===== config.mk =====
export PLATFORM = sky130hd
export DESIGN_NAME = bpu_top
export DESIGN_NICKNAME = d
export VERILOG_FILES = /design/src/verilog/bpu_pkg.sv /design/src/verilog/bpu_top.sv /design/src/verilog/bpu.sv /design/src/verilog/btb.sv /design/src/verilog/bht.sv /design/src/verilog/branch_decode.sv
export SDC_FILE = /design/constraint.sdc
export NUM_CORES = 2
export LEC_CHECK = 0
export ABC_AREA = 1
export BUFFER_PORTS_ARGS = -buffer_cell sky130_fd_sc_hd__buf_4
export CORE_MARGIN = 3
export CORE_UTILIZATION = 25
export DETAILED_ROUTE_END_ITERATION = 10
export SLEW_MARGIN = 20
export SYNTH_ARGS = -nofsm -noshare
export SYNTH_HDL_FRONTEND = slang
export SYNTH_SLANG_ARGS = --single-unit

===== constraint.sdc =====
create_clock -name clk -period 6.08 [get_ports clk]
set_input_delay 1.216 -clock clk [delete_from_list [all_inputs] [get_ports clk]]
set_output_delay 1.216 -clock clk [all_outputs]
set_load 0.01 [all_outputs]

===== src/verilog/bpu_pkg.sv =====
package bpu_pkg;

    ////////////////////
    // basic word types
    ////////////////////

    // byte address, one word wide
    typedef logic [31:0] addr_t;

    // raw instruction word
    typedef logic [31:0] inst_t;

    // major opcode field, bits 31 to 26 of an instruction
    typedef logic [5:0] opcode_t;

    // 2-bit saturating counter
    // 0 and 1 predict not taken, 2 and 3 predict taken
    typedef logic [1:0] counter_t;

    ////////////////////
    // counter encoding
    ////////////////////

    // weakly not taken
    localparam counter_t COUNTER_INIT = 2'd1;

    ////////////////////
    // branch opcodes
    ////////////////////

    // whole branch range, inclusive at both ends
    localparam opcode_t OP_BRANCH_FIRST = 6'b010010;
    localparam opcode_t OP_BRANCH_LAST  = 6'b011011;

    // unconditional branches
    localparam opcode_t OP_JIRL = 6'b010011;
    localparam opcode_t OP_B    = 6'b010100;
    localparam opcode_t OP_BL   = 6'b010101;

endpackage

===== src/verilog/bpu_top.sv =====
`timescale 1ns/1ns

module bpu_top #(
    parameter int BHT_INDEX_BITS = 6,
    parameter int BTB_INDEX_BITS = 4
) (
    input  logic           clk,
    input  logic           rst_n,
    input  logic           stall,
    input  bpu_pkg::addr_t fetch_pc,
    input  bpu_pkg::inst_t inst_1,
    input  bpu_pkg::inst_t inst_2,
    input  logic           inst_en_1,
    input  logic           inst_en_2,
    input  logic           update_en,
    input  bpu_pkg::addr_t update_pc,
    input  logic           update_taken,
    input  bpu_pkg::addr_t update_target,
    input  logic           flush,
    output logic           is_branch_1,
    output logic           is_branch_2,
    output logic           pred_taken,
    output bpu_pkg::addr_t pred_target,
    output logic           fetch_inst_2_en,
    output logic           next_valid
);

    // table sizes are chosen here and passed down
    bpu #(
        .BHT_INDEX_BITS (BHT_INDEX_BITS),
        .BTB_INDEX_BITS (BTB_INDEX_BITS)
    ) i_bpu (
        .clk,
        .rst_n,
        .stall,
        .fetch_pc,
        .inst_1,
        .inst_2,
        .inst_en_1,
        .inst_en_2,
        .update_en,
        .update_pc,
        .update_taken,
        .update_target,
        .flush,
        .is_branch_1,
        .is_branch_2,
        .pred_taken,
        .pred_target,
        .fetch_inst_2_en,
        .next_valid
    );

endmodule


===== src/verilog/bpu.sv =====
`timescale 1ns/1ns

module bpu #(
    parameter int BHT_INDEX_BITS = 6,
    parameter int BTB_INDEX_BITS = 4
) (
    input  logic           clk,
    input  logic           rst_n,
    input  logic           stall,
    input  bpu_pkg::addr_t fetch_pc,
    input  bpu_pkg::inst_t inst_1,
    input  bpu_pkg::inst_t inst_2,
    input  logic           inst_en_1,
    input  logic           inst_en_2,
    input  logic           update_en,
    input  bpu_pkg::addr_t update_pc,
    input  logic           update_taken,
    input  bpu_pkg::addr_t update_target,
    input  logic           flush,
    output logic           is_branch_1,
    output logic           is_branch_2,
    output logic           pred_taken,
    output bpu_pkg::addr_t pred_target,
    output logic           fetch_inst_2_en,
    output logic           next_valid
);

    import bpu_pkg::*;

    addr_t    fetch_pc_2;
    logic     dec_branch_1, dec_branch_2;
    logic     dec_uncond_1, dec_uncond_2;
    counter_t counter_1, counter_2;
    logic     hit_1, hit_2;
    addr_t    target_1, target_2;
    logic     taken_1, taken_2;

    // second slot of the aligned pair
    assign fetch_pc_2 = fetch_pc + 32'd4;

    ////////////////////
    // datapath blocks
    ////////////////////

    branch_decode i_dec_1 (
        .inst      (inst_1),
        .is_branch (dec_branch_1),
        .is_uncond (dec_uncond_1)
    );

    branch_decode i_dec_2 (
        .inst      (inst_2),
        .is_branch (dec_branch_2),
        .is_uncond (dec_uncond_2)
    );

    bht #(.BHT_INDEX_BITS(BHT_INDEX_BITS)) i_bht (
        .clk, .rst_n, .stall,
        .lookup_pc_1 (fetch_pc),
        .lookup_pc_2 (fetch_pc_2),
        .update_en, .update_pc, .update_taken,
        .counter_1, .counter_2
    );

    btb #(.BTB_INDEX_BITS(BTB_INDEX_BITS)) i_btb (
        .clk, .rst_n, .stall,
        .lookup_pc_1 (fetch_pc),
        .lookup_pc_2 (fetch_pc_2),
        .update_en, .update_pc, .update_taken, .update_target,
        .hit_1, .hit_2, .target_1, .target_2
    );

    ////////////////////
    // slot selection
    ////////////////////

    assign is_branch_1 = inst_en_1 && dec_branch_1;
    assign is_branch_2 = inst_en_2 && dec_branch_2;

    // counter msb set means 2 or 3, i.e. taken
    assign taken_1 = is_branch_1 && hit_1 && (dec_uncond_1 || counter_1[1]);
    assign taken_2 = is_branch_2 && hit_2 && (dec_uncond_2 || counter_2[1]);

    // slot 1 wins, the second instruction is then dropped
    always_comb begin
        if (taken_1) begin
            pred_taken      = 1'b1;
            pred_target     = target_1;
            fetch_inst_2_en = 1'b0;
        end else if (taken_2) begin
            pred_taken      = 1'b1;
            pred_target     = target_2;
            fetch_inst_2_en = 1'b1;
        end else begin
            pred_taken      = 1'b0;
            pred_target     = '0;
            fetch_inst_2_en = inst_en_2;
        end
    end

    // sequential fetch after a taken slot 1 is wrong path
    assign next_valid = !(taken_1 || flush);

endmodule


===== src/verilog/btb.sv =====
`timescale 1ns/1ns

module btb #(
    parameter int BTB_INDEX_BITS = 4
) (
    input  logic           clk,
    input  logic           rst_n,
    input  logic           stall,
    input  bpu_pkg::addr_t lookup_pc_1,
    input  bpu_pkg::addr_t lookup_pc_2,
    input  logic           update_en,
    input  bpu_pkg::addr_t update_pc,
    input  logic           update_taken,
    input  bpu_pkg::addr_t update_target,
    output logic           hit_1,
    output logic           hit_2,
    output bpu_pkg::addr_t target_1,
    output bpu_pkg::addr_t target_2
);

    import bpu_pkg::*;

    localparam int BTB_ENTRIES = 1 << BTB_INDEX_BITS;
    // everything above the index
    localparam int TAG_BITS    = 32 - BTB_INDEX_BITS - 2;

    logic                valid_mem  [BTB_ENTRIES];
    logic [TAG_BITS-1:0] tag_mem    [BTB_ENTRIES];
    addr_t               target_mem [BTB_ENTRIES];

    logic [BTB_INDEX_BITS-1:0] idx_1;
    logic [BTB_INDEX_BITS-1:0] idx_2;
    logic [BTB_INDEX_BITS-1:0] update_idx;
    logic [TAG_BITS-1:0]       tag_1;
    logic [TAG_BITS-1:0]       tag_2;
    logic [TAG_BITS-1:0]       update_tag;
    logic                      wr_en;

    assign idx_1      = lookup_pc_1[BTB_INDEX_BITS+1:2];
    assign idx_2      = lookup_pc_2[BTB_INDEX_BITS+1:2];
    assign update_idx = update_pc[BTB_INDEX_BITS+1:2];
    assign tag_1      = lookup_pc_1[31:BTB_INDEX_BITS+2];
    assign tag_2      = lookup_pc_2[31:BTB_INDEX_BITS+2];
    assign update_tag = update_pc[31:BTB_INDEX_BITS+2];

    // only taken branches allocate, not taken leaves the entry alone
    assign wr_en = update_en && update_taken;

    ////////////////////
    // entry write
    ////////////////////

    always_ff @(posedge clk) begin
        if (!rst_n) begin
            for (int i = 0; i < BTB_ENTRIES; i++) begin
                valid_mem[i] <= 1'b0;
            end
        end else if (wr_en) begin
            valid_mem[update_idx] <= 1'b1;
        end
    end

    always_ff @(posedge clk) begin
        if (wr_en) begin
            tag_mem[update_idx]    <= update_tag;
            target_mem[update_idx] <= update_target;
        end
    end

    ////////////////////
    // registered lookup
    ////////////////////

    always_ff @(posedge clk) begin
        if (!rst_n) begin
            hit_1    <= 1'b0;
            hit_2    <= 1'b0;
            target_1 <= '0;
            target_2 <= '0;
        end else if (!stall) begin
            hit_1    <= valid_mem[idx_1] && (tag_mem[idx_1] == tag_1);
            hit_2    <= valid_mem[idx_2] && (tag_mem[idx_2] == tag_2);
            target_1 <= target_mem[idx_1];
            target_2 <= target_mem[idx_2];
        end
    end

endmodule


===== src/verilog/bht.sv =====
`timescale 1ns/1ns

module bht #(
    parameter int BHT_INDEX_BITS = 6
) (
    input  logic              clk,
    input  logic              rst_n,
    input  logic              stall,
    input  bpu_pkg::addr_t    lookup_pc_1,
    input  bpu_pkg::addr_t    lookup_pc_2,
    input  logic              update_en,
    input  bpu_pkg::addr_t    update_pc,
    input  logic              update_taken,
    output bpu_pkg::counter_t counter_1,
    output bpu_pkg::counter_t counter_2
);

    import bpu_pkg::*;

    localparam int BHT_ENTRIES = 1 << BHT_INDEX_BITS;

    counter_t cnt_mem [BHT_ENTRIES];

    logic [BHT_INDEX_BITS-1:0] idx_1;
    logic [BHT_INDEX_BITS-1:0] idx_2;
    logic [BHT_INDEX_BITS-1:0] update_idx;

    // word index, bits 1:0 are always zero
    assign idx_1      = lookup_pc_1[BHT_INDEX_BITS+1:2];
    assign idx_2      = lookup_pc_2[BHT_INDEX_BITS+1:2];
    assign update_idx = update_pc[BHT_INDEX_BITS+1:2];

    // count up on taken, down otherwise, stick at both ends
    function automatic counter_t next_count(counter_t cur, logic taken);
        counter_t nxt;
        if (taken) begin
            nxt = (cur == 2'd3) ? cur : cur + 2'd1;
        end else begin
            nxt = (cur == 2'd0) ? cur : cur - 2'd1;
        end
        return nxt;
    endfunction

    ////////////////////
    // training
    ////////////////////

    always_ff @(posedge clk) begin
        if (!rst_n) begin
            for (int i = 0; i < BHT_ENTRIES; i++) begin
                cnt_mem[i] <= COUNTER_INIT;
            end
        end else if (update_en) begin
            cnt_mem[update_idx] <= next_count(cnt_mem[update_idx], update_taken);
        end
    end

    ////////////////////
    // registered lookup
    ////////////////////

    // a same-cycle update is not forwarded, the read gets the old value
    always_ff @(posedge clk) begin
        if (!rst_n) begin
            counter_1 <= '0;
            counter_2 <= '0;
        end else if (!stall) begin
            counter_1 <= cnt_mem[idx_1];
            counter_2 <= cnt_mem[idx_2];
        end
    end

endmodule


===== src/verilog/branch_decode.sv =====
`timescale 1ns/1ns

module branch_decode (
    input  bpu_pkg::inst_t inst,
    output logic           is_branch,
    output logic           is_uncond
);

    import bpu_pkg::*;

    opcode_t opcode;

    // major opcode only, the rest of the word does not matter here
    assign opcode = inst[31:26];

    ////////////////////
    // branch range check
    ////////////////////

    always_comb begin
        if ((opcode >= OP_BRANCH_FIRST) && (opcode <= OP_BRANCH_LAST)) begin
            is_branch = 1'b1;
        end else begin
            is_branch = 1'b0;
        end
    end

    ////////////////////
    // unconditional kinds
    ////////////////////

    // jirl, b and bl always redirect
    // all three sit inside the branch range
    always_comb begin
        case (opcode)
            OP_JIRL: is_uncond = 1'b1;
            OP_B:    is_uncond = 1'b1;
            OP_BL:   is_uncond = 1'b1;
            default: is_uncond = 1'b0;
        endcase
    end

endmodule


==> flow_summary.ini <==
[timing]
layout_min_cycle_time_ns = 4.69
drv_slew = 0
fmax_mhz = 213
rsz0062_at_grt = false
timing.hold.ws_ns = 0.472
setup_violations = 0
worst_pin_slew_ns = 1.20
max_slew_margin = 0.200
finClkSkew_ns = 0.0838
finalCritPeriodShare = 0.772
hold_viol = 0
tns_ns = 0

[die]
die_area_um2 = 240000
die_h_um = 490
core_um2 = 233000
io_pins = 205
row_count = 177
start_util = 0.252
die_w_um = 490

[final_layout]
drive_gt1_frac = 0.0695
layout.area.seq_um2 = 33400
multi_input_area_um2 = 20900
fillers = 24100
syn2layout_area_growth_pct = 14.1
utilization = 0.287
fin_nets = 6768

[logic_synthesis]
synth_ff_type = edfxtp_1
async_reset_ff_frac = 0
synth-seq-cells = 1140
yosys_warnings = 0
synth_area_per_cell_um2 = 8.73
yosys-top-cells-count = 1,438 x nand2_1, 1,056 x edfxtp_1, 762 x nand3_1
syn-num-nets = 6882
ys_types = 41
synth-edff-count = 1056
synth_area_um2 = 58600
yosys.area.top_type = edfxtp_1
netlist_top_cells_area = edfxtp_1 54%, nand2_1 9.2%, nand3_1 6.5%
ys_seq_area_frac = 0.570
netlist_instances = 6713
synth_top_area_share = 0.541
synth_most_common_cell = nand2_1

[power_and_ir_drop]
p_int_mw = 13.4
clkPwrFrac = 0.401
ir_drop_uv = 276
power.density_nw_per_um2 = 273
p_seq_frac = 0.480
swShare = 0.267
p_comb_frac = 0.119
p_sw_mw = 4.87
power_leakage_nw = 24.6

[critical_path]
worst_setup_path_end_kind = primary output
r2r_slack_ns = 2.87
required_ns = 4.86
cp.arrival_ns = 3.48
start_kind = input pin
worstPathMaxFanout = 21
path_class = in -> out

[clocking]
cts-resized-gates = 0
clk_pin_slew_worst_paths_ns = 0.06
holdBufCountCts = 0
cts_tree = yes
cts.sinks = 1140
root_buffer = clkbuf_16
insertion_delay_ns = 0.80
cts_max_level = 3
cts_made_buffers = 118
cts_max_path_buffers = 3
postCtsSetupBuffers = 0

[routing]
firstDrtPassIters = 7
avgRoutedWirePerCell_um = 20.7
drt_wl_total_mm = 204
drt_iter0_markers = 6448
num_vias = 50300
route.detailed.drc = 0
vias_per_cell = 5.11
postRouteAntennaNets = 0

[run_status]
status = complete, no violations

[place]
gp_congestion = 0.893
dp_hpwl_mm = 113
port_buffers = 148

[global_routing]
grt_pass1_vias = 47000
antenna_found_initial = 17
grt_max_degree = 248
grt_pass1_wl_mm = 296
overflow = 0
track_usage = 0.161

[job]
cap_violations = 0

[hold_path]
holdCritPathClass = reg -> reg
## area by class of cell
class                   count  share of cell area
flip-flops and latches   1140               0.500
multi-input cells        4464               0.314
well taps                3132              0.0586
clock buffers             150              0.0475
inverters                 628              0.0357
repair buffers            247              0.0340
clock inverters            73              0.0106
diodes                      9            0.000337
## registers in the layout, summed over array words and instances (netlist names)
signal / cells
i_bpu.i_btb.valid_mem: 16
i_bpu.i_btb.target_1: 32
i_bpu.i_btb.hit_2: 1
i_bpu.i_bht.cnt_mem: 128
i_bpu.i_btb.tag_mem: 416
i_bpu.i_bht.counter_2: 1
i_bpu.i_btb.target_mem: 512
i_bpu.i_btb.hit_1: 1
i_bpu.i_bht.counter_1: 1
i_bpu.i_btb.target_2: 32
## power groups by stage
stage | Sequential, mW | Clock [mW] | Combinational [mW]
2_1_floorplan | 8.91 | 0 | 1.35
3_3_place_gp | 8.92 | 0 | 2.08
3_5_place_dp | 8.93 | 0 | 2.13
4_1_cts | 8.76 | 7.41 | 2.13
5_1_grt | 8.77 | 7.74 | 2.36
6_report | 8.76 | 7.31 | 2.18
## metal layers
layer,up-vias,track usage,part of all wire
li1,22900,-,-
met1,24200,0.211,0.40
met2,2675,0.261,0.46
met3,495,0.0313,0.10
met4,10,0.0653,0.038
met5,-,0,0.00032
## critical path: stages
cell      delay [ns]
buf_4           0.09
inv_1           0.03
nor2_1          0.11
inv_1           0.06
o311ai_0        0.36
nand2_2         0.24
inv_2           0.71
buf_4           0.34
nand2_1         0.07
nand2_1         0.09
buf_4           0.13
## metrics by stage
stage	cells	power [mW]	setup WS, ns	cell area, µm²
5_1_grt	9839	18.9	1.24	66800
3_5_place_dp	9611	11.1	1.26	62900
2_1_floorplan	6713	10.3	1.30	58600
4_1_cts	9834	18.3	1.29	66800
3_3_place_gp	9611	11.0	1.29	62900
6_report	9843	18.2	1.39	66800
## worst paths after layout
check | to | startpoint | depth (start not counted)
max | pred_target[12] | inst_1[30] | 11
min | i_bpu.i_btb.valid_mem[1]$_DFF_P_ | i_bpu.i_btb.valid_mem[1]$_DFF_P_ | 1
max reg2reg | i_bpu.i_bht.cnt_mem[4][0]$_SDFFCE_PN1P_ | i_bpu.i_bht.cnt_mem[26][1]$_SDFFCE_PN0P_ | 12
min reg2reg | i_bpu.i_btb.valid_mem[1]$_DFF_P_ | i_bpu.i_btb.valid_mem[1]$_DFF_P_ | 1
## cells in the final DEF (no fill, tap or decap), types with 18 or more instances in the layout
master,netlist,final
dfxtp_1,84,84
a21oi_1,362,362
o21ai_0,677,677
inv_1,618,614
buf_4,3,213
a31oi_1,54,54
nand3_1,762,762
o21ai_1,33,33
clkinv_2,0,26
clkinv_1,5,26
nor2_4,0,18
nor2_1,705,686
nand2_1,1438,1434
o21a_1,25,25
o22ai_1,118,118
buf_12,0,32
edfxtp_1,1056,1056
clkbuf_1,260,23
clkbuf_16,0,119
o221ai_1,41,41
a22oi_1,32,32
o211ai_1,145,145
## cells by family (layout without fill, tap and decap cells)
family                   count (synthesis)  in the layout  synth area share
AO/OA/AOI/OAI                         1521           1521             0.147
AND/OR/NAND/NOR                       2930           2930             0.205
buffers and inverters                 1109           1098            0.0756
flip-flops                            1140           1140             0.570
XOR/XNOR                                12             12           0.00192
other                                    0              9                 0
adder cells (fa/ha/maj)                  1              1          0.000214
Power figures use the tool's default switching activity.
